`src/rtl/trs_io_pkg.sv`:
```
package trs_io_pkg;

  typedef logic [7:0]  byte_t;
  typedef logic [7:0]  opcode_t;
  typedef logic [1:0]  param_idx_t;
  typedef logic [1:0]  param_count_t;
  typedef logic [23:0] rgb_t;
  typedef logic [2:0]  led_t;
  typedef logic [2:0]  fifo_ptr_t;
  typedef logic [7:0]  flash_cnt_t;

  // opcodes from the esp
  localparam opcode_t op_get_cookie       = 8'd0;
  localparam opcode_t op_get_version      = 8'd15;
  localparam opcode_t op_set_screen_color = 8'd17;
  localparam opcode_t op_set_led          = 8'd26;
  localparam opcode_t op_set_spi_ctrl_reg = 8'd29;
  localparam opcode_t op_set_spi_data     = 8'd30;
  localparam opcode_t op_get_spi_data     = 8'd31;
  localparam opcode_t op_set_esp_status   = 8'd32;

  // set_screen_color carries the most parameters
  localparam int MAX_PARAMS = 3;
  localparam int FIFO_DEPTH = 4;

  localparam byte_t COOKIE = 8'hAF;

  // version byte is {major, minor}
  localparam logic [2:0] VERSION_MAJOR = 3'd0;
  localparam logic [4:0] VERSION_MINOR = 5'd3;

  localparam rgb_t SCREEN_COLOR_RESET = 24'hFFFFFF;

  typedef enum logic {
    exec_idle,
    exec_flash_wait
  } exec_state_t;

endpackage
```
`src/rtl/cmd_if.sv`:
```
`timescale 1ns/1ps

// one framed command with valid/ready
interface cmd_if
  import trs_io_pkg::*;
();
  logic                   valid;
  logic                   ready;
  opcode_t                opcode;
  byte_t [MAX_PARAMS-1:0] params;

  modport source (output valid, output opcode, output params, input ready);
  modport sink   (input valid, input opcode, input params, output ready);
endinterface


```
`src/rtl/cmd_fifo.sv`:
```
`timescale 1ns/1ps

module cmd_fifo
  import trs_io_pkg::*;
(
  input  logic  clk,
  input  logic  cass_out_sel_n,
  cmd_if.sink   in,
  cmd_if.source out
);

  opcode_t                op_mem  [FIFO_DEPTH];
  byte_t [MAX_PARAMS-1:0] par_mem [FIFO_DEPTH];
  fifo_ptr_t              wr_ptr;
  fifo_ptr_t              rd_ptr;
  logic                   full;
  logic                   empty;
  logic                   push;
  logic                   pop;

  assign empty = (wr_ptr == rd_ptr);
  // same slot on the other lap
  assign full  = (wr_ptr == (rd_ptr ^ fifo_ptr_t'(FIFO_DEPTH)));

  assign in.ready   = !full;
  assign out.valid  = !empty;
  assign push       = in.valid && in.ready;
  assign pop        = out.valid && out.ready;
  assign out.opcode = op_mem[rd_ptr[1:0]];
  assign out.params = par_mem[rd_ptr[1:0]];

  always_ff @(posedge clk or negedge cass_out_sel_n) begin
    if (!cass_out_sel_n) begin
      wr_ptr <= '0;
      rd_ptr <= '0;
    end else begin
      if (push) begin
        wr_ptr <= wr_ptr + 3'd1;
      end
      if (pop) begin
        rd_ptr <= rd_ptr + 3'd1;
      end
    end
  end

  always_ff @(posedge clk) begin
    if (push) begin
      op_mem[wr_ptr[1:0]]  <= in.opcode;
      par_mem[wr_ptr[1:0]] <= in.params;
    end
  end

  a_no_write_full: assert property (@(posedge clk) disable iff (!cass_out_sel_n)
    full && !pop |=> wr_ptr == $past(wr_ptr));

endmodule

```
`src/flat_wrapper.sv`:
```
// flat-port wrapper written by rule: the top's interface ports become plain ports
module cmd_fifo_flat import trs_io_pkg::*;
  (clk, cass_out_sel_n, in_valid, in_opcode, in_params, in_ready, out_valid, out_opcode, out_params, out_ready);
  cmd_if in_i ();
  cmd_if out_i ();
  input  logic clk;
  input  logic cass_out_sel_n;
  input wire logic [$bits(in_i.valid)-1:0] in_valid;
  input wire logic [$bits(in_i.opcode)-1:0] in_opcode;
  input wire logic [$bits(in_i.params)-1:0] in_params;
  output wire logic [$bits(in_i.ready)-1:0] in_ready;
  output wire logic [$bits(out_i.valid)-1:0] out_valid;
  output wire logic [$bits(out_i.opcode)-1:0] out_opcode;
  output wire logic [$bits(out_i.params)-1:0] out_params;
  input wire logic [$bits(out_i.ready)-1:0] out_ready;
  assign in_i.valid = in_valid;
  assign in_i.opcode = in_opcode;
  assign in_i.params = in_params;
  assign in_ready = in_i.ready;
  assign out_valid = out_i.valid;
  assign out_opcode = out_i.opcode;
  assign out_params = out_i.params;
  assign out_i.ready = out_ready;
  cmd_fifo u_core (.clk(clk), .cass_out_sel_n(cass_out_sel_n), .in(in_i), .out(out_i));
endmodule
```
`config.mk`:
```
export PLATFORM = sky130hd
export DESIGN_NAME = cmd_fifo_flat
export DESIGN_NICKNAME = d
export VERILOG_FILES = /design/src/rtl/trs_io_pkg.sv /design/src/rtl/cmd_if.sv /design/src/rtl/cmd_fifo.sv /design/src/flat_wrapper.sv
export SDC_FILE = /design/constraint.sdc
export NUM_CORES = 1
export LEC_CHECK = 0
export BUFFER_PORTS_ARGS = -buffer_cell sky130_fd_sc_hd__buf_2
export CORE_UTILIZATION = 57
export DETAILED_ROUTE_END_ITERATION = 10
export PLACE_DENSITY = 0.79
export SLEW_MARGIN = 20
export SYNTH_ARGS = -nofsm -noshare
export SYNTH_HDL_FRONTEND = slang
export SYNTH_SLANG_ARGS = --single-unit
export TNS_END_PERCENT = 100
```
`constraint.sdc`:
```
create_clock -name clk -period 3.3 [get_ports clk]
set_clock_uncertainty 0.2 [all_clocks]
set_input_delay 0.33 -clock clk [delete_from_list [all_inputs] [get_ports clk]]
set_output_delay 0.33 -clock clk [all_outputs]
set_load 0.05 [all_outputs]
```
==> reports/qor.csv <==
metric,value,unit
slew_violations,0,
cts_tree,yes,
fin_hold_ws,368,ps
yosysTopAreaCell,edfxtp_1,
syn_nets,256,
grt_use_met1,26.9,%
io-pin-count,70,
layout-area-overhead-vs-synth,28.6,%
globalRouteTotalUtil,21.0,%
synth_top_area_share,75.3,%
fin_crit_sh,87.5,%
initial_core_util,58.8,%
grt-busiest-layer,met2,
swShare,36.9,%
slew_headroom,42.9,%
cts_setup_buffers,0,
dieWidth,96.6,µm
cts_buffers,17,
clock.fmax,347,MHz
port-buffer-count,69,
status,completed,
ctsHoldBuffers,36,
grt_use_met3,4.55,%
comb_power_share,36.0,%
drt_first_pass_iters,6,
worst_ir_drop_vdd,0.654,mV
critPathCaptureType,output port,
root_buffer,clkbuf_8,
seqPwrFrac,34.9,%
via_per_inst,5.58,
grt_pass1_vias,2731,
synth.top_cells.by_area,"edfxtp_1, mux4_2, dfrtp_1, ha_1, xnor2_1",
crit_fanout,35,
grt_overflow,0,
cap_viol_max_count,0,
fillerInstances,501,
rows,34,
die_y,96.6,µm
wl_per_cell,19.3,µm
clock_power_share,29.1,%
rsz0062_at_grt,false,
ys_ff_latch,134,
p_sw,2550,µW
grt_max_degree,37,
yosysWarnings,0,
hold_path_class,in -> reg,
p_int,4360,µW
power_density,1050,nW/µm²
setup_viol,0,
gp_routability_congestion,0.749,
grtUsageMet2,34.3,%
arrival,2360,ps
avgSynthCellArea,23.7,µm²
p_leak,0.00232,µW
final_layout_size_suffix_gt1_share,41.7,%
fin_nets,376,
fin_crit,2890,ps
dieArea,9340,µm²
crit_required,2770,ps
multiInputGateArea,1040,µm²
p_total,6910,µW
htreeDepth,4,
hpwl,5.01,mm
grt_first_pass_wirelength,14.3,mm
ant_nets,0,
register_area,4000,µm²
antenna_found_initial,0,
drc,0,
drt_iter0_drc,179,
wl,8.79,mm
synth_cell_types,24,
synth_cells,215,
synth_area,5100,µm²
clk_pin_slew,60,ps
num_antenna_cells,0,
ctsResizeCount,0,
worstSetupPathType,reg -> out,
clock_sinks,134,
critPathLaunchType,flop,
worst-slew-pin-transition,857,ps
finalHoldViolations,0,
via_count,2543,
core,8680,µm²
seq_area_frac_synth,78.3,%
clock_path_buffers,2,
setup-tns-final,0,ps
reg2reg_slack,800,ps
insertion_delay,510,ps
flip-flops by register name, summed over array words and instances, names as in the netlist:
name	cells
u_core.par_mem	96
u_core.op_mem	32
u_core.wr_ptr	3
u_core.rd_ptr	3
cell type report:
cell class / instances / share of cell area, %
inverters: 4 / 0.229
clock buffers: 18 / 6.37
flip-flops and latches: 134 / 60.9
repair buffers: 109 / 11.2
multi-input cells: 69 / 15.9
well taps: 108 / 2.06
clock inverters: 14 / 3.39
Yosys cell counts:
library cell and count:
a211oi_1 2, a21oi_1 4, and3_1 3, buf_4 3, buf_6 1, clkbuf_1 3
clkbuf_8 1, dfrtp_1 6, edfxtp_1 128, ha_1 5, inv_1 4, mux4_2 32
nand2_1 2, nand2b_1 2, nand3_1 2, o2111ai_1 1, o311a_1 1, o31ai_1 4
or3_1 2, or3_4 1, xnor2_1 4, xor2_1 2, xor2_2 1, xor2_4 1
per-layer routing:
layer / share of wire, % / up-vias
met4: 1.6 / 0
met2: 53 / 72
li1: - / 1149
met1: 42 / 1309
met5: 0 / -
met3: 3.7 / 13
metrics by stage:
step                util [%]  instance area, µm²  setup WS (ps)  instances
floorplan                  -                5100            790        215
global placement        64.1                5560            872        388
detailed placement      64.1                5560            807        388
CTS                     75.6                6560            343        456
global route            75.6                6560            270        456
finish                  75.6                6560            414        456
power groups by stage:
stage / sequential (µW) / combinational [µW] / clock, µW
floorplan: 2390 / 2030 / 0
global placement: 2420 / 2470 / 0
detailed placement: 2440 / 2480 / 0
CTS: 2410 / 2520 / 2040
global route: 2440 / 2640 / 2110
finish: 2410 / 2490 / 2010
worst max-delay path, stage by stage, from the launching register on:
cell and delay, ps:
dfrtp_2 410, buf_4 570, mux4_2 610, buf_2 230
cell usage in the layout (no fill, tap or decap), types with 2 or more instances in the layout:
master         instances
o31ai_1                4
dlygate4sd3_1         36
buf_4                  4
nand2_1                2
inv_1                  4
buf_2                 69
edfxtp_1             128
clkinvlp_4             2
nand3_1                2
clkinv_4               3
a21oi_1                4
dfrtp_1                4
bufinv_16              5
and3_2                 3
ha_1                   5
xnor2_1                4
a211oi_1               2
xor2_1                 2
inv_6                  3
clkbuf_16             16
nand2b_1               2
or3_1                  2
dfrtp_2                2
mux4_2                32
cell families after synthesis:
| kind of cell | synth area share (%) |
|---|---|
| adder cells (fa/ha/maj) | 1.23 |
| multiplexers | 14.1 |
| XOR/XNOR | 1.89 |
| AO/OA/AOI/OAI | 1.64 |
| buffers and inverters | 1.45 |
| AND/OR/NAND/NOR | 1.42 |
| flip-flops | 78.3 |
worst paths after layout:
check                                       from                    end  cells after the start
worst min-delay path                in_opcode[7]    u_core.op_mem[3][7]                      2
max in group asynchronous         cass_out_sel_n       u_core.rd_ptr[0]                      3
worst max register to register  u_core.rd_ptr[2]  u_core.par_mem[0][22]                      3
worst min register to register  u_core.wr_ptr[2]       u_core.wr_ptr[2]                      1
min in group asynchronous         cass_out_sel_n       u_core.wr_ptr[0]                      3
worst max-delay path            u_core.rd_ptr[0]          out_params[3]                      3
No activity file was read; power rests on OpenSTA's default activity.
