$ cat config.mk
export PLATFORM = sky130hd
export DESIGN_NAME = flash_spi_master_flat
export DESIGN_NICKNAME = d
export VERILOG_FILES = /design/src/rtl/trs_io_pkg.sv /design/src/rtl/cmd_if.sv /design/src/rtl/flash_spi_master.sv /design/src/flat_wrapper.sv
export SDC_FILE = /design/constraint.sdc
export NUM_CORES = 1
export LEC_CHECK = 0
export BUFFER_PORTS_ARGS = -buffer_cell sky130_fd_sc_hd__buf_2
export CORE_MARGIN = 4
export CORE_UTILIZATION = 51
export DETAILED_ROUTE_END_ITERATION = 10
export PLACE_DENSITY = 0.82
export SLEW_MARGIN = 20
export SYNTH_ARGS = -nofsm -noshare
export SYNTH_HDL_FRONTEND = slang
export SYNTH_SLANG_ARGS = --single-unit
$ cat constraint.sdc
create_clock -name clk -period 4.4 [get_ports clk]
set_input_delay 0.22 -clock clk [delete_from_list [all_inputs] [get_ports clk]]
set_output_delay 0.22 -clock clk [all_outputs]
set_load 0.02 [all_outputs]
$ cat src/rtl/trs_io_pkg.sv
package trs_io_pkg;

  typedef logic [7:0]  byte_t;
  typedef logic [7:0]  opcode_t;
  typedef logic [1:0]  param_idx_t;
  typedef logic [1:0]  param_count_t;
  typedef logic [23:0] rgb_t;
  typedef logic [2:0]  led_t;
  typedef logic [2:0]  fifo_ptr_t;
  typedef logic [7:0]  flash_cnt_t;

  // opcodes from the esp
  localparam opcode_t op_get_cookie       = 8'd0;
  localparam opcode_t op_get_version      = 8'd15;
  localparam opcode_t op_set_screen_color = 8'd17;
  localparam opcode_t op_set_led          = 8'd26;
  localparam opcode_t op_set_spi_ctrl_reg = 8'd29;
  localparam opcode_t op_set_spi_data     = 8'd30;
  localparam opcode_t op_get_spi_data     = 8'd31;
  localparam opcode_t op_set_esp_status   = 8'd32;

  // set_screen_color carries the most parameters
  localparam int MAX_PARAMS = 3;
  localparam int FIFO_DEPTH = 4;

  localparam byte_t COOKIE = 8'hAF;

  // version byte is {major, minor}
  localparam logic [2:0] VERSION_MAJOR = 3'd0;
  localparam logic [4:0] VERSION_MINOR = 5'd3;

  localparam rgb_t SCREEN_COLOR_RESET = 24'hFFFFFF;

  typedef enum logic {
    exec_idle,
    exec_flash_wait
  } exec_state_t;

endpackage
$ cat src/rtl/cmd_if.sv


// executor requests to the config flash master
interface flash_if
  import trs_io_pkg::*;
();
  logic  ctrl_we;
  byte_t ctrl_data;
  logic  start;
  byte_t tx_data;
  logic  busy;
  byte_t rx_data;

  modport requester (
    output ctrl_we, output ctrl_data, output start, output tx_data,
    input  busy, input rx_data
  );
  modport engine (
    input  ctrl_we, input ctrl_data, input start, input tx_data,
    output busy, output rx_data
  );
endinterface

$ cat src/rtl/flash_spi_master.sv
`timescale 1ns/1ps

module flash_spi_master
  import trs_io_pkg::*;
(
  input  logic    clk,
  input  logic    cass_out_sel_n,
  flash_if.engine flash,
  output logic    flash_cs_n,
  output logic    flash_clk,
  output logic    flash_si,
  input  logic    flash_so
);

  // cnt[7] marks a transfer, cnt[3] is the flash clock
  flash_cnt_t cnt;
  byte_t      shift_sr;
  // bit 7 of the control register, chip select active high
  logic       cs_en;
  logic       sdo;

  always_ff @(posedge clk or negedge cass_out_sel_n) begin
    if (!cass_out_sel_n) begin
      cnt   <= '0;
      cs_en <= 1'b0;
      sdo   <= 1'b0;
    end else begin
      if (flash.ctrl_we) begin
        cs_en <= flash.ctrl_data[7];
      end
      if (cnt[7]) begin
        cnt <= cnt + 8'd1;
        // new bit at the start of each low half
        if (cnt[3:0] == 4'b0000) begin
          sdo <= shift_sr[7];
        end
      end else if (flash.start) begin
        cnt <= 8'h80;
      end
    end
  end

  // received bits replace the sent ones
  always_ff @(posedge clk) begin
    if (cnt[7]) begin
      if (cnt[3:0] == 4'b0111) begin
        shift_sr <= {shift_sr[6:0], flash_so};
      end
    end else if (flash.start) begin
      shift_sr <= flash.tx_data;
    end
  end

  assign flash.busy    = cnt[7];
  assign flash.rx_data = shift_sr;
  assign flash_cs_n    = ~cs_en;
  assign flash_clk     = cnt[3];
  assign flash_si      = sdo;

  a_start_idle: assert property (@(posedge clk) disable iff (!cass_out_sel_n)
    flash.start |-> !flash.busy);

endmodule

$ cat src/flat_wrapper.sv
// flat-port wrapper written by rule: the top's interface ports become plain ports
module flash_spi_master_flat import trs_io_pkg::*;
  (clk, cass_out_sel_n, flash_cs_n, flash_clk, flash_si, flash_so, flash_ctrl_we, flash_ctrl_data, flash_start, flash_tx_data, flash_busy, flash_rx_data);
  flash_if flash_i ();
  input  logic clk;
  input  logic cass_out_sel_n;
  output logic flash_cs_n;
  output logic flash_clk;
  output logic flash_si;
  input  logic flash_so;
  input wire logic [$bits(flash_i.ctrl_we)-1:0] flash_ctrl_we;
  input wire logic [$bits(flash_i.ctrl_data)-1:0] flash_ctrl_data;
  input wire logic [$bits(flash_i.start)-1:0] flash_start;
  input wire logic [$bits(flash_i.tx_data)-1:0] flash_tx_data;
  output wire logic [$bits(flash_i.busy)-1:0] flash_busy;
  output wire logic [$bits(flash_i.rx_data)-1:0] flash_rx_data;
  assign flash_i.ctrl_we = flash_ctrl_we;
  assign flash_i.ctrl_data = flash_ctrl_data;
  assign flash_i.start = flash_start;
  assign flash_i.tx_data = flash_tx_data;
  assign flash_busy = flash_i.busy;
  assign flash_rx_data = flash_i.rx_data;
  flash_spi_master u_core (.clk(clk), .cass_out_sel_n(cass_out_sel_n), .flash(flash_i), .flash_cs_n(flash_cs_n), .flash_clk(flash_clk), .flash_si(flash_si), .flash_so(flash_so));
endmodule
==> impl_results.md <==
- Status: finished, final reports clean
- Hold Startpoint: flash_ctrl_we
- Mapped Nets: 97
- Total CTS buffers: 3
- FP Rows: 14
- EDFF count, synth: 8
- Root Buffer: clkbuf_4
- Synth-to-Final Area Change: 18.28%
- Post-synthesis instance area: 889.6 µm²
- Cell Pwr Density: 623.2 nW/µm²
- Syn Area/Cell: 12.02 µm²
- Unique masters post-synth: 25
- Cell Chain, Critical Path: nand4b_1 > o21ai_1
- CTS H-tree lvls: 1
- Critical path endpoint category: flop
- Vias in the first global route: 675
- RR Endpoint: u_core.flash.rx_data[0]
- Global-route wire length before repair: 2.780 mm
- CP Class: reg2reg
- RR Startpoint: u_core.cnt[7]
- Largest stage delay, worst path: 0.98 ns
- Slew @ Worst Pin: 0.9507 ns
- Die area: 2477 µm²
- Via count: 665
- Seq/Total Area, Yosys: 55.13%
- Antenna violations before repair: 0
- VDD IR-drop max: 0.3012 mV
- Final hold viol count: 0
- RSZ-0062 raised after global routing: false
- Core ar.: 1577 µm²
- RD Place Congestion: 0.7629
- Hold Crit Depth: 2
- Detailed Route WL: 1.575 mm
- Footprint of the multi-input gates: 361.6 µm²
- Vias/cell: 5.733
- Post-synth top flop: dfrtp_1
- Clock Sinks: 18
- Placed Area: 1016 µm²
- Peak Freq: 0.5163 GHz
- Synth Warn #: 0
- Clk_lat worst skew: 0.30 ns
- Max FO, Critical Path: 32
- TNS Setup: 0 ns
- Synth Instances: 74
- # diodes: 0
- DRC Markers: 0
- Ports: 33
- Die Y: 49.77 µm
- Critical Path Source Type: flop
- Largest net degree at the start of global routing: 33
- Final Critical Period: 1.937 ns
- Worst R2R Path Depth: 2
- HP Class: in2reg
- Fill count: 127
- Hold path endpoint: u_core.cs_en
- Clock skew: 0.01156 ns
- Post-synthesis async set-or-reset flop share: 55.56%
- P_leak: 0.4757 nW
- Initial DRC Count: 3
- CTS Buffer Depth: 2
- Layout cells sized above 1: 39.00%
- Slew HR: 36.62%
- Design area: 1052 µm²
- Routed Antenna Nets: 0
- Setup violations, final: 0
- Detailed Routing Iterations Pass 1: 4
- Slowest cell on crit path: dfrtp_1
- Seq. cell area: 490.5 µm²
- WP data required: 4.33 ns
- Arrival time at the worst endpoint: 1.87 ns
- Initial core utilization: 56.43%
- NumNets Final: 124
- Yosys reg bits: 18
- CTS tree: yes
- Final worst-path cycle share: 44.02%
- Slew Viols, Final: 0
- Die width: 49.77 µm
- Drt wl/cell: 13.58 µm
- R2r setup slk: 2.46 ns
- Max Cap Viol: 0
- PortBufs: 25
- Reg clk slew, reported paths: 0.09 ns
- Grt total ovfl: 0
- Post-DP HPWL: 1.161 mm
- Global Route Usage Sum: 14.58%
==> worst max-delay path by stage <==
stage	from	endpoint	slack (ns)	cells after the start
finish	u_core.cnt[7]	u_core.flash.rx_data[0]	2.46	2
floorplan	u_core.cnt[7]	u_core.flash.rx_data[0]	2.54	3
CTS	u_core.cnt[7]	u_core.flash.rx_data[0]	2.21	1
global route	u_core.cnt[7]	u_core.flash.rx_data[0]	2.31	2
global placement	u_core.cnt[7]	u_core.flash.rx_data[0]	2.30	1
detailed placement	u_core.cnt[7]	u_core.flash.rx_data[4]	2.21	1
==> metrics by stage <==
stage | instances | power (mW) | hold WS (ns) | utilization [%] | setup slack (ns)
final | 116 | 0.6558 | 0.1158 | 66.75 | 2.463
after global placement | 111 | 0.5591 | 0.09051 | 64.44 | 2.295
after floorplan | 74 | 0.5084 | -0.07559 | - | 2.540
after global routing | 116 | 0.7127 | 0.1075 | 66.75 | 2.312
after detailed placement | 111 | 0.5753 | 0.09394 | 64.44 | 2.213
after CTS | 116 | 0.6614 | 0.1078 | 66.75 | 2.209
==> sequential cells by signal, indices dropped and copies added, names as in the netlist <==
signal / flops
u_core.cnt: 8
u_core.cs_en: 1
u_core.flash.rx_data: 8
u_core.flash_si: 1
==> logic make-up after synthesis <==
group / Yosys count / share of synthesized area, %
buffers and inverters: 9 / 4.219
xor gates and xnor gates: 3 / 2.954
DFF: 18 / 55.13
and+or+nand+nor: 23 / 15.89
AOI/OAI and AO/OA: 10 / 7.594
muxes: 9 / 11.39
adders and majority gates: 2 / 2.812
==> Yosys cell counts, types with 3 or more instances <==
| cell | n | area share [%] |
|---|---|---|
| buf_2 | 3 | 1.7 |
| dfrtp_1 | 10 | 28 |
| nand2_1 | 6 | 2.5 |
| nand3_1 | 5 | 2.8 |
| inv_1 | 5 | 2.1 |
| o21ai_0 | 3 | 1.7 |
| nor3b_1 | 3 | 2.5 |
| edfxtp_1 | 8 | 27 |
| a21o_1 | 3 | 2.5 |
| mux2_2 | 9 | 11 |
==> where the power goes <==
part / internal, mW / switching (mW) / leakage [nW]
logic: 0.129 / 0.128 / 0.277
clock network: 0.0331 / 0.0514 / 0.0154
registers: 0.245 / 0.0695 / 0.183
total: 0.407 / 0.249 / 0.476
==> critical path, delay by kind of cell (launching register included) <==
kind	cells	cell delay, ns
flops	1	0.98
simple gates	1	0.16
compound gates	1	0.44
==> layout make-up <==
class                   count  share of cell area (%)
clock inverters             1                  0.3567
well taps                  16                   1.902
flip-flops and latches     18                   46.61
repair buffers             26                   12.84
clock buffers               3                   2.140
inverters                   5                   1.784
multi-input cells          47                   34.36
==> routing by layer <==
layer / global-route usage, % / part of all wire, %
met5: 0 / 0
met4: 8.295 / 2.5
met3: 2.711 / 5.2
met2: 24.45 / 49
met1: 17.34 / 44
==> cells in the final DEF, fill, tap and decap left out, drive strengths merged <==
cell type,instances
mux2,9
edfxtp,8
xor2,1
inv,5
xnor2,2
nand2,6
buf,25
and4bb,1
nand4b,1
ha,2
nand4,1
clkbuf,3
nor3b,3
or3,1
nand3,6
o31ai,1
clkinv,1
a31oi,2
dfrtp,10
o21ai,3
or4b,1
nor3,2
o32a,1
or2b,1
dlygate4sd3,1
a21o,3
==> what timing repair did <==
action / in CTS / in global routing
gates resized for setup: 0 / 0
hold buffers: 1 / 0
buffers inserted: 0 / 0
hold endpoints to repair: 10 / 0
Power figures use the tool's default switching activity.
