--- config.mk ---
export PLATFORM = sky130hd
export DESIGN_NAME = cmd_exec_flat
export DESIGN_NICKNAME = d
export VERILOG_FILES = /design/src/rtl/trs_io_pkg.sv /design/src/rtl/cmd_if.sv /design/src/rtl/cmd_exec.sv /design/src/flat_wrapper.sv
export SDC_FILE = /design/constraint.sdc
export NUM_CORES = 1
export LEC_CHECK = 0
export BUFFER_PORTS_ARGS = -buffer_cell sky130_fd_sc_hd__buf_4
export CORE_ASPECT_RATIO = 0.6
export CORE_MARGIN = 2
export CORE_UTILIZATION = 45
export DETAILED_ROUTE_END_ITERATION = 10
export GPL_TIMING_DRIVEN = 1
export PLACE_DENSITY_LB_ADDON = 0.25
export SLEW_MARGIN = 20
export SYNTH_ARGS = -nofsm -noshare
export SYNTH_HDL_FRONTEND = slang
export SYNTH_SLANG_ARGS = --single-unit
--- constraint.sdc ---
create_clock -name clk -period 3.1 [get_ports clk]
set_input_delay 0.62 -clock clk [delete_from_list [all_inputs] [get_ports clk]]
set_output_delay 0.62 -clock clk [all_outputs]
set_load 0.05 [all_outputs]
--- src/rtl/trs_io_pkg.sv ---
package trs_io_pkg;

  typedef logic [7:0]  byte_t;
  typedef logic [7:0]  opcode_t;
  typedef logic [1:0]  param_idx_t;
  typedef logic [1:0]  param_count_t;
  typedef logic [23:0] rgb_t;
  typedef logic [2:0]  led_t;
  typedef logic [2:0]  fifo_ptr_t;
  typedef logic [7:0]  flash_cnt_t;

  // opcodes from the esp
  localparam opcode_t op_get_cookie       = 8'd0;
  localparam opcode_t op_get_version      = 8'd15;
  localparam opcode_t op_set_screen_color = 8'd17;
  localparam opcode_t op_set_led          = 8'd26;
  localparam opcode_t op_set_spi_ctrl_reg = 8'd29;
  localparam opcode_t op_set_spi_data     = 8'd30;
  localparam opcode_t op_get_spi_data     = 8'd31;
  localparam opcode_t op_set_esp_status   = 8'd32;

  // set_screen_color carries the most parameters
  localparam int MAX_PARAMS = 3;
  localparam int FIFO_DEPTH = 4;

  localparam byte_t COOKIE = 8'hAF;

  // version byte is {major, minor}
  localparam logic [2:0] VERSION_MAJOR = 3'd0;
  localparam logic [4:0] VERSION_MINOR = 5'd3;

  localparam rgb_t SCREEN_COLOR_RESET = 24'hFFFFFF;

  typedef enum logic {
    exec_idle,
    exec_flash_wait
  } exec_state_t;

endpackage
--- src/rtl/cmd_if.sv ---
`timescale 1ns/1ps

// one framed command with valid/ready
interface cmd_if
  import trs_io_pkg::*;
();
  logic                   valid;
  logic                   ready;
  opcode_t                opcode;
  byte_t [MAX_PARAMS-1:0] params;

  modport source (output valid, output opcode, output params, input ready);
  modport sink   (input valid, input opcode, input params, output ready);
endinterface

// executor requests to the config flash master
interface flash_if
  import trs_io_pkg::*;
();
  logic  ctrl_we;
  byte_t ctrl_data;
  logic  start;
  byte_t tx_data;
  logic  busy;
  byte_t rx_data;

  modport requester (
    output ctrl_we, output ctrl_data, output start, output tx_data,
    input  busy, input rx_data
  );
  modport engine (
    input  ctrl_we, input ctrl_data, input start, input tx_data,
    output busy, output rx_data
  );
endinterface

--- src/rtl/cmd_exec.sv ---
`timescale 1ns/1ps

module cmd_exec
  import trs_io_pkg::*;
(
  input  logic       clk,
  input  logic       cass_out_sel_n,
  cmd_if.sink        cmd,
  flash_if.requester flash,
  output byte_t      resp_byte,
  output led_t       led,
  output byte_t      esp_status,
  output rgb_t       screen_color
);

  exec_state_t state;
  logic        take;

  assign cmd.ready = (state == exec_idle);
  assign take      = cmd.valid && cmd.ready;

  // flash requests leave in the handshake cycle
  // busy is always low in exec_idle
  assign flash.ctrl_we   = take && (cmd.opcode == op_set_spi_ctrl_reg);
  assign flash.ctrl_data = cmd.params[0];
  assign flash.start     = take && (cmd.opcode == op_set_spi_data);
  assign flash.tx_data   = cmd.params[0];

  always_ff @(posedge clk or negedge cass_out_sel_n) begin
    if (!cass_out_sel_n) begin
      state        <= exec_idle;
      resp_byte    <= '0;
      led          <= '0;
      esp_status   <= '0;
      screen_color <= SCREEN_COLOR_RESET;
    end else begin
      case (state)
        exec_idle: begin
          if (take) begin
            case (cmd.opcode)
              op_get_cookie:       resp_byte <= COOKIE;
              op_get_version:      resp_byte <= {VERSION_MAJOR, VERSION_MINOR};
              op_get_spi_data:     resp_byte <= flash.rx_data;
              op_set_led:          led <= cmd.params[0][2:0];
              op_set_esp_status:   esp_status <= cmd.params[0];
              op_set_screen_color: begin
                screen_color <= {cmd.params[0], cmd.params[1], cmd.params[2]};
              end
              // hold off further commands until the byte is out
              op_set_spi_data:     state <= exec_flash_wait;
              default: ;
            endcase
          end
        end
        exec_flash_wait: begin
          if (!flash.busy) begin
            state <= exec_idle;
          end
        end
        default: state <= exec_idle;
      endcase
    end
  end

endmodule

--- src/flat_wrapper.sv ---
// flat-port wrapper written by rule: the top's interface ports become plain ports
module cmd_exec_flat import trs_io_pkg::*;
  (clk, cass_out_sel_n, resp_byte, led, esp_status, screen_color, cmd_valid, cmd_opcode, cmd_params, cmd_ready, flash_ctrl_we, flash_ctrl_data, flash_start, flash_tx_data, flash_busy, flash_rx_data);
  cmd_if cmd_i ();
  flash_if flash_i ();
  input  logic clk;
  input  logic cass_out_sel_n;
  output byte_t resp_byte;
  output led_t led;
  output byte_t esp_status;
  output rgb_t screen_color;
  input wire logic [$bits(cmd_i.valid)-1:0] cmd_valid;
  input wire logic [$bits(cmd_i.opcode)-1:0] cmd_opcode;
  input wire logic [$bits(cmd_i.params)-1:0] cmd_params;
  output wire logic [$bits(cmd_i.ready)-1:0] cmd_ready;
  output wire logic [$bits(flash_i.ctrl_we)-1:0] flash_ctrl_we;
  output wire logic [$bits(flash_i.ctrl_data)-1:0] flash_ctrl_data;
  output wire logic [$bits(flash_i.start)-1:0] flash_start;
  output wire logic [$bits(flash_i.tx_data)-1:0] flash_tx_data;
  input wire logic [$bits(flash_i.busy)-1:0] flash_busy;
  input wire logic [$bits(flash_i.rx_data)-1:0] flash_rx_data;
  assign cmd_i.valid = cmd_valid;
  assign cmd_i.opcode = cmd_opcode;
  assign cmd_i.params = cmd_params;
  assign cmd_ready = cmd_i.ready;
  assign flash_ctrl_we = flash_i.ctrl_we;
  assign flash_ctrl_data = flash_i.ctrl_data;
  assign flash_start = flash_i.start;
  assign flash_tx_data = flash_i.tx_data;
  assign flash_i.busy = flash_busy;
  assign flash_i.rx_data = flash_rx_data;
  cmd_exec u_core (.clk(clk), .cass_out_sel_n(cass_out_sel_n), .cmd(cmd_i), .flash(flash_i), .resp_byte(resp_byte), .led(led), .esp_status(esp_status), .screen_color(screen_color));
endmodule
==> flow_results.xml <==
<?xml version="1.0" encoding="UTF-8"?>
<metrics>
  <group name="detailed_routing">
    <metric name="drt_first_pass_iters" unit="">4</metric>
    <metric name="route.vias.total" unit="">1364</metric>
    <metric name="first_iter_violations" unit="">20</metric>
    <metric name="drc" unit="">0</metric>
    <metric name="wl_per_cell" unit="um">13.5</metric>
    <metric name="route.detailed.vias_per_inst" unit="">4.66</metric>
    <metric name="totalWireLength" unit="um">3970</metric>
    <metric name="detail-route-antenna-nets" unit="">0</metric>
  </group>
  <group name="synth">
    <metric name="post_synth.cell_area_avg" unit="um2">14.1</metric>
    <metric name="ys_ff_latch" unit="">44</metric>
    <metric name="post_synth_edffs" unit="">0</metric>
    <metric name="synth.most_common_cell" unit="">sky130_fd_sc_hd__mux2_2</metric>
    <metric name="synthesis.area" unit="um2">1920</metric>
    <metric name="synthFlopType" unit="">sky130_fd_sc_hd__dfstp_2</metric>
    <metric name="seq_area_frac_synth" unit="">0.589</metric>
    <metric name="most_numerous_cell_types_in_the_synthesized_netlist" unit="">sky130_fd_sc_hd__mux2_2 (35), sky130_fd_sc_hd__dfstp_2 (24), sky130_fd_sc_hd__dfrtp_1 (20)</metric>
    <metric name="netlist-cell-type-count" unit="">24</metric>
    <metric name="syn_nets" unit="">180</metric>
    <metric name="asyncSetResetFlopFracSynth" unit="">1.00</metric>
    <metric name="synth.largest_area_cell" unit="">sky130_fd_sc_hd__dfstp_2</metric>
    <metric name="yosysWarningCount" unit="">0</metric>
    <metric name="ys_top_cells_by_area" unit="">sky130_fd_sc_hd__dfstp_2 (33%), sky130_fd_sc_hd__dfrtp_1 (26%), sky130_fd_sc_hd__mux2_2 (21%)</metric>
    <metric name="synth_top_area_share" unit="">0.328</metric>
    <metric name="synthesized_netlist_cell_count" unit="">136</metric>
  </group>
  <group name="clock_network">
    <metric name="clkSinkCount" unit="">44</metric>
    <metric name="max-clock-path-buffers" unit="">2</metric>
    <metric name="worst_skew_pair_later_pin_latency" unit="ns">0.29</metric>
    <metric name="hold_buffers" unit="">0</metric>
    <metric name="clock_tree.root_cell" unit="">sky130_fd_sc_hd__clkbuf_8</metric>
    <metric name="tritoncts" unit="">yes</metric>
    <metric name="path_clk_slew" unit="ns">0.08</metric>
    <metric name="h-tree-depth" unit="">2</metric>
    <metric name="number_of_cells_upsized_or_downsized_after_cts" unit="">0</metric>
    <metric name="postCtsSetupBuffers" unit="">0</metric>
    <metric name="numCtsBuffers" unit="">5</metric>
  </group>
  <group name="timing">
    <metric name="f_max" unit="MHz">420</metric>
    <metric name="period_share" unit="">0.768</metric>
    <metric name="final-setup-viol-count" unit="">0</metric>
    <metric name="max-slew-margin-rel" unit="">0.566</metric>
    <metric name="period_needed" unit="ns">2.38</metric>
    <metric name="fin_skew" unit="ns">0.00268</metric>
    <metric name="tightestPinTransition" unit="ns">0.651</metric>
    <metric name="fin_worst_hold_slack" unit="ns">0.297</metric>
    <metric name="maxSlewViolCount" unit="">0</metric>
    <metric name="sum_of_negative_setup_slack" unit="ns">0</metric>
    <metric name="finalHoldViolCount" unit="">0</metric>
    <metric name="rsz0062_at_grt" unit="">no</metric>
  </group>
  <group name="critical_path">
    <metric name="cp_data_required_time" unit="ns">2.48</metric>
    <metric name="setup.worst_path.end_class" unit="">output pin</metric>
    <metric name="timing.critical_path.fanout_max" unit="">4</metric>
    <metric name="r2r_worst_path_depth" unit="">3</metric>
    <metric name="criticalPathCategory" unit="">input port to output pin</metric>
    <metric name="arrival" unit="ns">1.76</metric>
    <metric name="rr_endpoint" unit="">u_core.esp_status[5]</metric>
    <metric name="critical_path.reg2reg.startpoint" unit="">u_core.state</metric>
    <metric name="r2r_setup_slack" unit="ns">1.16</metric>
    <metric name="setup.worst_path.start_class" unit="">input port</metric>
  </group>
  <group name="global_routing">
    <metric name="grt_max_degree" unit="">45</metric>
    <metric name="groute.layer.met2.usage" unit="">0.267</metric>
    <metric name="grt_pass1_vias" unit="">1290</metric>
    <metric name="grt_overflow_total" unit="">0</metric>
    <metric name="grt_util_met3" unit="">0.0845</metric>
    <metric name="antenna_violations_before_repair" unit="">0</metric>
    <metric name="globalRouteTotalUtil" unit="">0.167</metric>
    <metric name="top_usage_layer" unit="">met2</metric>
    <metric name="first_pass_grt_wire_length" unit="um">5830</metric>
    <metric name="globalRouteMet1Util" unit="">0.204</metric>
  </group>
  <group name="placement">
    <metric name="detailedPlacementHpwl" unit="um">2980</metric>
    <metric name="io_buffer_count" unit="">105</metric>
    <metric name="dp.cells" unit="">285</metric>
    <metric name="routability_congestion_estimate_from_global_placement" unit="">0.826</metric>
  </group>
  <group name="layout">
    <metric name="nets" unit="">276</metric>
    <metric name="fin_cells" unit="">293</metric>
    <metric name="synthToLayoutAreaGrowth" unit="%">43.8</metric>
    <metric name="post-route-util" unit="">0.674</metric>
    <metric name="drive_above_1_share" unit="">0.755</metric>
    <metric name="diodes" unit="">0</metric>
  </group>
  <group name="die">
    <metric name="fp.dieArea" unit="um2">4830</metric>
    <metric name="core_area" unit="um2">4100</metric>
    <metric name="floorplan.initialDensity" unit="">0.469</metric>
    <metric name="floorplan.die.width" unit="um">88.4</metric>
    <metric name="io_pins" unit="">106</metric>
    <metric name="placement_rows" unit="">18</metric>
    <metric name="fp.dieH" unit="um">54.6</metric>
  </group>
  <group name="power">
    <metric name="power.leakage" unit="nW">1.38</metric>
    <metric name="vdd.ir_drop.worst" unit="uV">315</metric>
    <metric name="post-layout-total-power" unit="mW">1.40</metric>
    <metric name="power.density_cell_area" unit="nW/um2">506</metric>
  </group>
  <group name="job">
    <metric name="drv_cap" unit="">0</metric>
  </group>
  <group name="worst_hold_path">
    <metric name="min_path_type" unit="">input port to asynchronous set/reset pin</metric>
  </group>
  <group name="outcome">
    <metric name="status" unit="">complete, no violations</metric>
  </group>
</metrics>
==> stage by stage <==
step                area, um2  setup slack (ns)
floorplan                1920             0.180
global placement         2670             0.769
global route             2760             0.644
CTS                      2760             0.744
finish                   2760             0.719
detailed placement       2670             0.748
==> layer usage <==
layer | vias up | part of all wire
met2 | 57 | 0.44
met1 | 647 | 0.46
met4 | 0 | 0.0068
li1 | 656 | -
met5 | - | 0
met3 | 4 | 0.095
==> critical path, stage by stage <==
cell and delay, ns:
sky130_fd_sc_hd__buf_4 0.12, sky130_fd_sc_hd__nor3b_1 0.25, sky130_fd_sc_hd__and3_1 0.26, sky130_fd_sc_hd__nand3_1 0.09
sky130_fd_sc_hd__nor3b_1 0.20, sky130_fd_sc_hd__buf_4 0.23
==> power breakdown <==
part / switching (mW) / internal (mW)
clock: 0.184 / 0.181
sequential: 0.0210 / 0.626
combinational: 0.251 / 0.134
total: 0.456 / 0.941
==> registers in the layout, indices dropped and copies added, names as in the netlist <==
signal and count:
u_core.state 1, u_core.screen_color 24, u_core.led 3, u_core.resp_byte 8
u_core.esp_status 8
==> worst max-delay path by stage <==
stage / start / endpoint / cells after the start
global route: cmd_opcode[6] / flash_ctrl_we / 6
finish: cmd_opcode[6] / flash_ctrl_we / 6
global placement: cmd_opcode[6] / flash_ctrl_we / 6
detailed placement: cmd_opcode[6] / flash_ctrl_we / 6
CTS: cmd_opcode[6] / flash_ctrl_we / 6
floorplan: cmd_opcode[6] / flash_ctrl_we / 4
==> logic make-up (layout without fill, tap and decap cells) <==
kind of cell    after synthesis  in the layout  synth area share
compound gates               10             10            0.0391
buf+inv                      21            118            0.0736
flops                        44             44             0.589
mux                          35             35             0.205
simple gates                 26             26            0.0937
==> layout make-up <==
type | count | area (um2)
tap | 60 | 75.1
fill | 354 | 1340
clock inverter | 1 | 7.51
multi-input combinational | 71 | 649
sequential | 44 | 1130
inverter | 3 | 11.3
clock buffer | 7 | 86.3
timing repair buffer | 107 | 803
==> layout by cell type, fill, tap and decap left out, types with 2 or more instances in the layout <==
cell | synthesis | layout
sky130_fd_sc_hd__clkbuf_8 | 0 | 6
sky130_fd_sc_hd__nor4b_1 | 2 | 2
sky130_fd_sc_hd__nand2_1 | 8 | 8
sky130_fd_sc_hd__dfstp_2 | 24 | 24
sky130_fd_sc_hd__dfrtp_1 | 20 | 20
sky130_fd_sc_hd__nor2_1 | 2 | 2
sky130_fd_sc_hd__mux2_2 | 35 | 35
sky130_fd_sc_hd__o22a_1 | 2 | 2
sky130_fd_sc_hd__inv_1 | 3 | 3
sky130_fd_sc_hd__a2bb2oi_1 | 4 | 4
sky130_fd_sc_hd__nand3_1 | 3 | 3
sky130_fd_sc_hd__buf_4 | 16 | 107
sky130_fd_sc_hd__o21ai_0 | 2 | 2
sky130_fd_sc_hd__nand4_1 | 2 | 2
sky130_fd_sc_hd__nor3b_1 | 2 | 2
Note: power is estimated with default switching activity, not from simulation.
