===== src/rtl/trs_io_pkg.sv =====
package trs_io_pkg;

  typedef logic [7:0]  byte_t;
  typedef logic [7:0]  opcode_t;
  typedef logic [1:0]  param_idx_t;
  typedef logic [1:0]  param_count_t;
  typedef logic [23:0] rgb_t;
  typedef logic [2:0]  led_t;
  typedef logic [2:0]  fifo_ptr_t;
  typedef logic [7:0]  flash_cnt_t;

  // opcodes from the esp
  localparam opcode_t op_get_cookie       = 8'd0;
  localparam opcode_t op_get_version      = 8'd15;
  localparam opcode_t op_set_screen_color = 8'd17;
  localparam opcode_t op_set_led          = 8'd26;
  localparam opcode_t op_set_spi_ctrl_reg = 8'd29;
  localparam opcode_t op_set_spi_data     = 8'd30;
  localparam opcode_t op_get_spi_data     = 8'd31;
  localparam opcode_t op_set_esp_status   = 8'd32;

  // set_screen_color carries the most parameters
  localparam int MAX_PARAMS = 3;
  localparam int FIFO_DEPTH = 4;

  localparam byte_t COOKIE = 8'hAF;

  // version byte is {major, minor}
  localparam logic [2:0] VERSION_MAJOR = 3'd0;
  localparam logic [4:0] VERSION_MINOR = 5'd3;

  localparam rgb_t SCREEN_COLOR_RESET = 24'hFFFFFF;

  typedef enum logic {
    exec_idle,
    exec_flash_wait
  } exec_state_t;

endpackage

===== src/rtl/cmd_if.sv =====
`timescale 1ns/1ps

// one framed command with valid/ready
interface cmd_if
  import trs_io_pkg::*;
();
  logic                   valid;
  logic                   ready;
  opcode_t                opcode;
  byte_t [MAX_PARAMS-1:0] params;

  modport source (output valid, output opcode, output params, input ready);
  modport sink   (input valid, input opcode, input params, output ready);
endinterface



===== src/rtl/cmd_framer.sv =====
`timescale 1ns/1ps

module cmd_framer
  import trs_io_pkg::*;
(
  input  logic  clk,
  input  logic  cass_out_sel_n,
  input  logic  byte_strobe,
  input  byte_t rx_byte,
  cmd_if.source cmd,
  output logic  spi_error
);

  logic                   collecting;
  param_count_t           remaining;
  param_idx_t             idx;
  opcode_t                asm_op;
  byte_t [MAX_PARAMS-1:0] asm_params;
  logic                   op_known;
  param_count_t           op_count;
  opcode_t                op_next;
  byte_t [MAX_PARAMS-1:0] params_next;
  logic                   last_byte;
  logic                   load_out;

  // parameter count per opcode
  always_comb begin
    op_known = 1'b1;
    op_count = '0;
    case (rx_byte)
      op_get_cookie, op_get_version, op_get_spi_data: op_count = 2'd0;
      op_set_screen_color: op_count = 2'd3;
      op_set_led, op_set_spi_ctrl_reg, op_set_spi_data, op_set_esp_status: op_count = 2'd1;
      default: op_known = 1'b0;
    endcase
  end

  // command as it stands with the current byte folded in
  always_comb begin
    op_next     = collecting ? asm_op : rx_byte;
    params_next = asm_params;
    if (collecting) begin
      params_next[idx] = rx_byte;
    end
  end

  assign last_byte = byte_strobe &&
                     (collecting ? (remaining == 2'd1) : (op_known && op_count == 2'd0));
  // a held command blocks the new one
  assign load_out  = last_byte && !(cmd.valid && !cmd.ready);

  always_ff @(posedge clk or negedge cass_out_sel_n) begin
    if (!cass_out_sel_n) begin
      collecting <= 1'b0;
      remaining  <= '0;
      idx        <= '0;
      cmd.valid  <= 1'b0;
      spi_error  <= 1'b0;
    end else begin
      if (cmd.valid && cmd.ready) begin
        cmd.valid <= 1'b0;
      end
      if (byte_strobe) begin
        if (collecting) begin
          idx       <= idx + 2'd1;
          remaining <= remaining - 2'd1;
          if (remaining == 2'd1) begin
            collecting <= 1'b0;
          end
        end else if (!op_known) begin
          spi_error <= 1'b1;
        end else if (op_count != 2'd0) begin
          collecting <= 1'b1;
          remaining  <= op_count;
          idx        <= '0;
        end
      end
      if (load_out) begin
        cmd.valid <= 1'b1;
      end else if (last_byte) begin
        // overrun, command lost
        spi_error <= 1'b1;
      end
    end
  end

  always_ff @(posedge clk) begin
    if (byte_strobe) begin
      asm_op     <= op_next;
      asm_params <= params_next;
    end
    if (load_out) begin
      cmd.opcode <= op_next;
      cmd.params <= params_next;
    end
  end

  a_payload_stable: assert property (@(posedge clk) disable iff (!cass_out_sel_n)
    cmd.valid && !cmd.ready |=> cmd.valid && $stable(cmd.opcode) && $stable(cmd.params));

endmodule


===== src/flat_wrapper.sv =====
// flat-port wrapper written by rule: the top's interface ports become plain ports
module cmd_framer_flat import trs_io_pkg::*;
  (clk, cass_out_sel_n, byte_strobe, rx_byte, spi_error, cmd_valid, cmd_opcode, cmd_params, cmd_ready);
  cmd_if cmd_i ();
  input  logic clk;
  input  logic cass_out_sel_n;
  input  logic byte_strobe;
  input  byte_t rx_byte;
  output logic spi_error;
  output wire logic [$bits(cmd_i.valid)-1:0] cmd_valid;
  output wire logic [$bits(cmd_i.opcode)-1:0] cmd_opcode;
  output wire logic [$bits(cmd_i.params)-1:0] cmd_params;
  input wire logic [$bits(cmd_i.ready)-1:0] cmd_ready;
  assign cmd_valid = cmd_i.valid;
  assign cmd_opcode = cmd_i.opcode;
  assign cmd_params = cmd_i.params;
  assign cmd_i.ready = cmd_ready;
  cmd_framer u_core (.clk(clk), .cass_out_sel_n(cass_out_sel_n), .byte_strobe(byte_strobe), .rx_byte(rx_byte), .cmd(cmd_i), .spi_error(spi_error));
endmodule

===== config.mk =====
export PLATFORM = sky130hd
export DESIGN_NAME = cmd_framer_flat
export DESIGN_NICKNAME = d
export VERILOG_FILES = /design/src/rtl/trs_io_pkg.sv /design/src/rtl/cmd_if.sv /design/src/rtl/cmd_framer.sv /design/src/flat_wrapper.sv
export SDC_FILE = /design/constraint.sdc
export NUM_CORES = 1
export LEC_CHECK = 0
export BUFFER_PORTS_ARGS = -buffer_cell sky130_fd_sc_hd__buf_2
export CAP_MARGIN = 20
export CORE_MARGIN = 5
export CORE_UTILIZATION = 59
export DETAILED_ROUTE_END_ITERATION = 16
export GPL_ROUTABILITY_DRIVEN = 0
export PLACE_DENSITY = 0.83
export SETUP_SLACK_MARGIN = 0.4
export SLEW_MARGIN = 20
export SYNTH_ARGS = -nofsm -noshare
export SYNTH_HDL_FRONTEND = slang
export SYNTH_SLANG_ARGS = --single-unit
export TNS_END_PERCENT = 100

===== constraint.sdc =====
create_clock -name clk -period 3.85 [get_ports clk]
set_input_delay 0.1925 -clock clk [delete_from_list [all_inputs] [get_ports clk]]
set_output_delay 0.1925 -clock clk [all_outputs]
set_load 0.02 [all_outputs]

==> results of run 1 <==
==> through the flow <==
step	hold slack, ns	utilization [%]	setup slack, ns	std cells	cell area, um2
5_1_grt	0.1890	70.59	1.139	270	3312
6_report	0.1983	70.59	1.279	270	3312
4_1_cts	0.1904	70.59	1.282	270	3312
3_3_place_gp	0.02460	66.37	1.477	253	3114
3_5_place_dp	0.03520	66.37	1.340	253	3114
2_1_floorplan	-0.1031	-	1.191	156	2830
==> worst reg2reg max path, stage by stage, from the launching register on <==
cell,delay [ns]
sky130_fd_sc_hd__dfrtp_1,0.82
sky130_fd_sc_hd__nand2_1,0.18
sky130_fd_sc_hd__o31a_1,0.18
sky130_fd_sc_hd__nor2_2,0.69
sky130_fd_sc_hd__buf_4,0.39
==> power breakdown <==
part	switching [mW]	internal, mW
registers	0.0210	0.884
logic	0.0722	0.0515
clock network	0.268	0.293
total	0.361	1.23
==> registers in the layout (all words and copies together) (netlist names) <==
name,count
u_core.asm_op,8
u_core.asm_params,24
u_core.cmd.opcode,8
u_core.cmd.params,24
u_core.cmd.valid,1
u_core.collecting,1
u_core.idx,2
u_core.remaining,2
u_core.spi_error,1
==> cell type report <==
class | count | area share [%]
sequential | 71 | 63.32
multi-input combinational | 77 | 20.97
timing repair buffer | 48 | 7.556
clock buffer | 9 | 3.740
tap | 54 | 2.040
clock inverter | 7 | 1.927
inverter | 4 | 0.4533
==> per-layer routing <==
layer | GRT usage, % | wire length (um) | vias to the layer above
met5 | 0 | 0 | -
met4 | 10.31 | 155 | 0
met3 | 6.463 | 249 | 13
met2 | 29.80 | 2668 | 49
met1 | 23.24 | 2237 | 782
li1 | - | - | 710
==> worst max-delay path by stage <==
| stage | to | slack [ns] | cells past startpoint |
|---|---|---|---|
| after detailed placement | u_core.cmd.params[4]$_DFFE_PP_ | 1.34 | 4 |
| after global routing | u_core.cmd.params[20]$_DFFE_PP_ | 1.14 | 4 |
| after CTS | u_core.cmd.params[4]$_DFFE_PP_ | 1.28 | 4 |
| after floorplan | u_core.cmd.opcode[0]$_DFFE_PP_ | 1.19 | 5 |
| final | u_core.cmd.params[4]$_DFFE_PP_ | 1.28 | 4 |
| after global placement | u_core.cmd.params[16]$_DFFE_PP_ | 1.48 | 5 |
==> cell usage in the layout (no fill, tap or decap), drive strengths merged, types with 2 or more instances in the layout <==
cell	instances
buf	47
dfrtp	7
inv	4
nand2	8
nor3	2
nor2	5
clkbuf	9
clkinvlp	2
a21oi	5
edfxtp	64
o21ai	5
clkinv	4
mux2	34
ha	4
==> cell usage after synthesis, drive strengths merged, types with 2 or more instances <==
library cell  instances
inv                   4
o21ai                 5
edfxtp               64
mux2                 34
dfrtp                 7
nor2                  5
a21oi                 5
ha                    4
nand2                 8
buf                   3
nor3                  2
==> cell families after synthesis <==
group	Yosys count	share of synthesized area, %
flip-flops	71	74.09
multiplexers	34	13.66
AND/OR/NAND/NOR	23	4.642
AO/OA/AOI/OAI	15	4.067
buffers and inverters	8	1.459
adder cells (fa/ha/maj)	4	1.768
XOR/XNOR	1	0.3095
==> key figures, run 1 <==
CTS
  – Number of buffers on the longest clock path: 2
  – Hold_buf cts: 1
  – Later-pin clock latency in the skew report: 0.34 ns
  – Level count of the clock H-tree: 3
  – Clock sink total: 71
  – TritonCTS clock tree: yes
  – Post-CTS setup repair buffer count: 0
  – Post-CTS resize count: 0
  – TritonCTS buffer count: 9
  – Clock input transition at the sequential cells of the worst setup and hold paths: 0.08 ns
  – Cell at the root of the clock tree: sky130_fd_sc_hd__clkbuf_8

Setup path
  – Worst Path Buf+Inv: 1
  – Endpoint of the lowest-slack register-to-register path: u_core.cmd.params[4]$_DFFE_PP_
  – Crit start category: flip-flop
  – Critical Path RT: slightly below 4 ns
  – Worst-path cell with the longest stage delay: sky130_fd_sc_hd__dfrtp_1
  – Worst Path Max Fanout: 21
  – Crit path capture type: flip-flop
  – Setup crit start: u_core.collecting$_DFFE_PN0P_
  – CP cell instances: nand2_1 > o31a_1 > nor2_2 > buf_4
  – Maximum cell stage delay along the critical path: 0.82 ns
  – Flop2flop setup slack: 1.28 ns
  – Length in cells of the worst reg-to-reg path: 4
  – Data arrival time of the critical path: 2.60 ns
  – Type of the worst setup path: flip-flop to flip-flop
  – Family with the most delay on the worst path: simple AND/OR/NAND/NOR gates
  – Critical R2R Launch: u_core.collecting$_DFFE_PN0P_

Routing
  – Residual DRC: 0
  – Initial DRT Pass Iterations: 4
  – Post-route antenna net violation count: 0
  – Routed wire length: about 5.3 mm
  – Drt wl/cell: 19.67 um
  – Avg Vias per Cell: 5.756
  – Iter 0 DRT Violations: 158
  – Vias: approximately 1600

Placed design
  – DP Wirelength: about 3.5 mm
  – Number of I/O port buffers: 45

Synth
  – Number of synthesized register bits: 71
  – Area of the mapped netlist: approximately 2800 um2
  – Share of flip-flops with an asynchronous set or reset after synthesis: under 10%
  – Sequential cell area fraction in the yosys report: 74.09%
  – Avg Inst Size Synth: ~18 um2
  – Predominant post-synthesis flop cell: sky130_fd_sc_hd__edfxtp_1
  – Largest cells by area after synthesis: sky130_fd_sc_hd__edfxtp_1 (68%), sky130_fd_sc_hd__mux2_2 (13%), sky130_fd_sc_hd__dfrtp_1 (6.2%), sky130_fd_sc_hd__ha_1 (1.8%), sky130_fd_sc_hd__nand2_1 (1.1%)
  – Share of the synthesized area in the top cell type: 67.90%
  – Number of synthesized flops with an enable pin: 64
  – Largest area contributor in the synthesized netlist: sky130_fd_sc_hd__edfxtp_1
  – Syn Nets: 172
  – Post-synthesis cell count: roughly 160
  – Number of distinct library cells after synthesis: 31
  – Warnings, synthesis: 0

Cells and area
  – Area grow syn2layout: 17.02%
  – ANT cells: 0
  – Multi-input gate area: 694.4 um2
  – Fill cell instance count of the final layout: 300
  – Sequential standard cell area: 2097 um2
  – Fraction of layout cells with a size suffix above 1: 47.22%
  – Nets: around 230

Global routing
  – Pin count of the biggest net entering global routing: 41
  – First-pass GRT wire length: 8.652 mm
  – Total global routing track utilization: 19.02%
  – Number of global-route vias before repair: ~1700
  – Sum of overflow across all layers after global routing: 0
  – Number of antenna violations at the first check in global routing: 0

Floorplan
  – Effective utilization at floorplan: 60.32%
  – Area of the die: 6282 um2
  – X dimension of the die: 79.26 um
  – IO Count: 46
  – Std-Cell Rows: 25
  – Placeable Area: between 4000 and 5000 um2
  – Height of the chip: around 79 um

Timing
  – Remaining max-slew budget at the tightest pin: 42.29%
  – Final setup TNS: 0 ns
  – Portion of the clock cycle consumed by the worst path in the final layout: approximately 67%
  – Achievable Freq: 388.9 MHz
  – RSZ-0062 raised after global routing: false
  – Setup violations, final: 0
  – Final Hold Vio Count: 0
  – Final min period: 2.571 ns
  – Final max-slew violation count: 0
  – Final worst clock skew: between 0.009 and 0.01 ns
  – Slew at the pin with the worst max-slew slack: between 0.8 and 0.9 ns

Pwr
  – Worst voltage drop across the vdd grid: roughly 0.00047 V
  – Cell Pwr Density: 480.1 nW/um2
  – Static Leak: roughly 1.2 nW
  – Final Total Pwr: 1.590 mW

Status
  – Result of the run: complete, no violations

Job
  – Max Cap Violations: 0

Min path
  – Hold WC Path Type: primary input to asynchronous set/reset pin
Note: power is estimated with default switching activity, not from simulation.
==> run 2: changes to the inputs <==
Settings changed: CORE_UTILIZATION 59 to 50, PLACE_DENSITY 0.83 to 0.75.
Clock period 3.85 ns to 2.3 ns, I/O delays scaled along.
==> key figures, run 2 (synthesized netlist as in run 1, its figures left out) <==
Status
  – Result of the run: complete, no violations (unchanged)

Setup path
  – Worst Path Max Fanout: 18 (was 21)
  – Data arrival time of the critical path: 1.89 ns (was 2.60 ns)
  – Endpoint of the lowest-slack register-to-register path: u_core.cmd.params[2]$_DFFE_PP_ (was u_core.cmd.params[4]$_DFFE_PP_)
  – Maximum cell stage delay along the critical path: 0.73 ns (was 0.82 ns)
  – Crit path capture type: flip-flop (unchanged)
  – Type of the worst setup path: flip-flop to flip-flop (unchanged)
  – CP cell instances: nand2_1 > mux2_2 (was nand2_1 > o31a_1 > nor2_2 > buf_4)
  – Crit start category: flip-flop (unchanged)
  – Flop2flop setup slack: 0.48 ns (was 1.28 ns)
  – Critical Path RT: 2.37 ns (was 3.88 ns)
  – Worst-path cell with the longest stage delay: sky130_fd_sc_hd__dfrtp_1 (unchanged)
  – Setup crit start: u_core.collecting$_DFFE_PN0P_ (unchanged)
  – Critical R2R Launch: u_core.collecting$_DFFE_PN0P_ (unchanged)
  – Length in cells of the worst reg-to-reg path: 2 (was 4)

Job
  – Max Cap Violations: 0 (unchanged)

Timing
  – Portion of the clock cycle consumed by the worst path in the final layout: 79.04% (was 66.79%)
  – RSZ-0062 raised after global routing: true (was false)
  – Final Hold Vio Count: 0 (unchanged)
  – Setup violations, final: 0 (unchanged)
  – Final worst clock skew: 0.007440 ns (was 0.009297 ns)
  – Final min period: 1.818 ns (was 2.571 ns)
  – Remaining max-slew budget at the tightest pin: 59.10% (was 42.29%)
  – Achievable Freq: 550.1 MHz (was 388.9 MHz)
  – Final setup TNS: 0 ns (unchanged)
  – Slew at the pin with the worst max-slew slack: 0.6134 ns (was 0.8647 ns)
  – Final max-slew violation count: 0 (unchanged)

Routing
  – Vias: 1531 (was 1554)
  – Residual DRC: 0 (unchanged)
  – Met1 Routed Length: 2.291 mm (was 2.237 mm)
  – Metal2 WL: 2.380 mm (was 2.668 mm)
  – Drt wl/cell: 17.02 um (was 19.67 um)
  – Iter 0 DRT Violations: 109 (was 158)
  – Post-route antenna net violation count: 0 (unchanged)
  – Uppermost layer routed: met4 (unchanged)
  – Initial DRT Pass Iterations: 4 (unchanged)
  – Routed wire length: 4.919 mm (was 5.310 mm)
  – Avg Vias per Cell: 5.298 (was 5.756)
  – Total met3 wirelength after detailed routing: 182 um (was 249 um)

Cells and area
  – Area grow syn2layout: 18.26% (was 17.02%)
  – ANT cells: 0 (unchanged)
  – Fraction of layout cells with a size suffix above 1: 47.00% (was 47.22%)
  – Leading cell type in the layout, fill and taps excluded: sky130_fd_sc_hd__edfxtp_1 (unchanged)
  – Layout Cell Area excl Fill: 3347 um2 (was 3312 um2)
  – Nets: 229 (was 227)
  – Commonest cells after routing, fill and taps aside: sky130_fd_sc_hd__edfxtp_1 (64), sky130_fd_sc_hd__buf_2 (45), sky130_fd_sc_hd__mux2_2 (32) (unchanged)
  – Largest regs: u_core.asm_params: 24 flops, u_core.cmd.params: 24 flops (unchanged)

CTS
  – Cell at the root of the clock tree: sky130_fd_sc_hd__clkbuf_8 (unchanged)
  – Number of buffers on the longest clock path: 2 (unchanged)
  – Clock input transition at the sequential cells of the worst setup and hold paths: 0.07 ns (was 0.08 ns)
  – Level count of the clock H-tree: 3 (unchanged)
  – Clock sink total: 71 (unchanged)
  – Post-CTS setup repair buffer count: 0 (unchanged)
  – TritonCTS clock tree: yes (unchanged)
  – TritonCTS buffer count: 9 (unchanged)
  – Later-pin clock latency in the skew report: 0.32 ns (was 0.34 ns)

Placed design
  – Post-place instance area: 3157 um2 (was 3114 um2)
  – DP Wirelength: 3.191 mm (was 3.477 mm)
  – Number of I/O port buffers: 45 (unchanged)

Floorplan
  – IO Count: 46 (unchanged)
  – Area of the die: 7265 um2 (was 6282 um2)
  – Height of the chip: 85.24 um (was 79.26 um)
  – Effective utilization at floorplan: 51.40% (was 60.32%)
  – X dimension of the die: 85.24 um (was 79.26 um)
  – Std-Cell Rows: 27 (was 25)
  – Placeable Area: 5507 um2 (was 4692 um2)

Global routing
  – Number of antenna violations at the first check in global routing: 0 (unchanged)
  – Number of global-route vias before repair: 1535 (was 1713)
  – Total global routing track utilization: 13.87% (was 19.02%)
  – First-pass GRT wire length: 7.755 mm (was 8.652 mm)
  – Sum of overflow across all layers after global routing: 0 (unchanged)
  – Pin count of the biggest net entering global routing: 23 (was 41)

Pwr
  – Final Total Pwr: 2.624 mW (was 1.590 mW)
  – Cell Pwr Density: 783.9 nW/um2 (was 480.1 nW/um2)
  – Worst voltage drop across the vdd grid: 0.0004160 V (was 0.0004652 V)
  – Static Leak: 1.230 nW (was 1.223 nW)

Min path
  – Hold WC Path Type: primary input to asynchronous set/reset pin (unchanged)
run 2: cell types whose count changed in the layout (fill, tap and decap cells not counted), sizes merged:
cell / before / now
clkbuf: 9 / 10
buf: 47 / 49
clkinvlp: 2 / 1
clkinv: 4 / 3
run 2: routing by layer:
| layer | track usage [%] | vias up |
|---|---|---|
| li1 | - | 718 |
| met3 | 2.913 | 6 |
| met4 | 6.043 | 0 |
| met2 | 22.03 | 39 |
| met5 | 0 | - |
| met1 | 18.48 | 768 |
run 2: timing repair:
action,CTS,global route
hold buffers,1,0
setup endpoints to repair,0,16
hold endpoints to repair,7,0
resized for setup,0,1
run 2: report_power, final:
part           internal (mW)  switching, mW
clock network          0.486          0.424
logic                 0.0863          0.116
registers               1.48         0.0308
run 2: worst max-delay path by stage:
stage                                                  to  slack (ns)  depth (start not counted)
after detailed placement  u_core.cmd.params[18]$_DFFE_PP_        0.41                          2
after global routing       u_core.cmd.opcode[2]$_DFFE_PP_        0.39                          4
after global placement    u_core.cmd.params[21]$_DFFE_PP_        0.48                          2
after floorplan            u_core.cmd.opcode[0]$_DFFE_PP_        0.51                          3
final                      u_core.cmd.params[2]$_DFFE_PP_        0.48                          2
after CTS                 u_core.asm_params[18]$_DFFE_PP_        0.41                          2
run 2: metrics by stage:
stage | hold WS [ns] | cells | setup WS [ns] | util [%]
global route | 0.1649 | 289 | 0.3923 | 60.78
global placement | -0.04657 | 273 | 0.4785 | 57.33
CTS | 0.1512 | 289 | 0.4104 | 60.74
floorplan | -0.1806 | 156 | 0.5074 | -
finish | 0.1508 | 289 | 0.4821 | 60.78
detailed placement | -0.03895 | 273 | 0.4088 | 57.33
run 2: critical path: cells and delay by family (launching register included):
family | cells | cell delay [ns]
flops | 1 | 0.73
mux | 1 | 0.40
simple gates | 1 | 0.43
run 2: final cells by class:
cell class	instances	area [um2]
Inverter	4	15.01
Clock inverter	5	50.05
Fill cell	420	2160
Timing Repair Buffer	50	265.3
Tap cell	72	90.09
Sequential cell	71	2097
Clock buffer	10	127.6
Multi-Input combinational cell	77	701.9
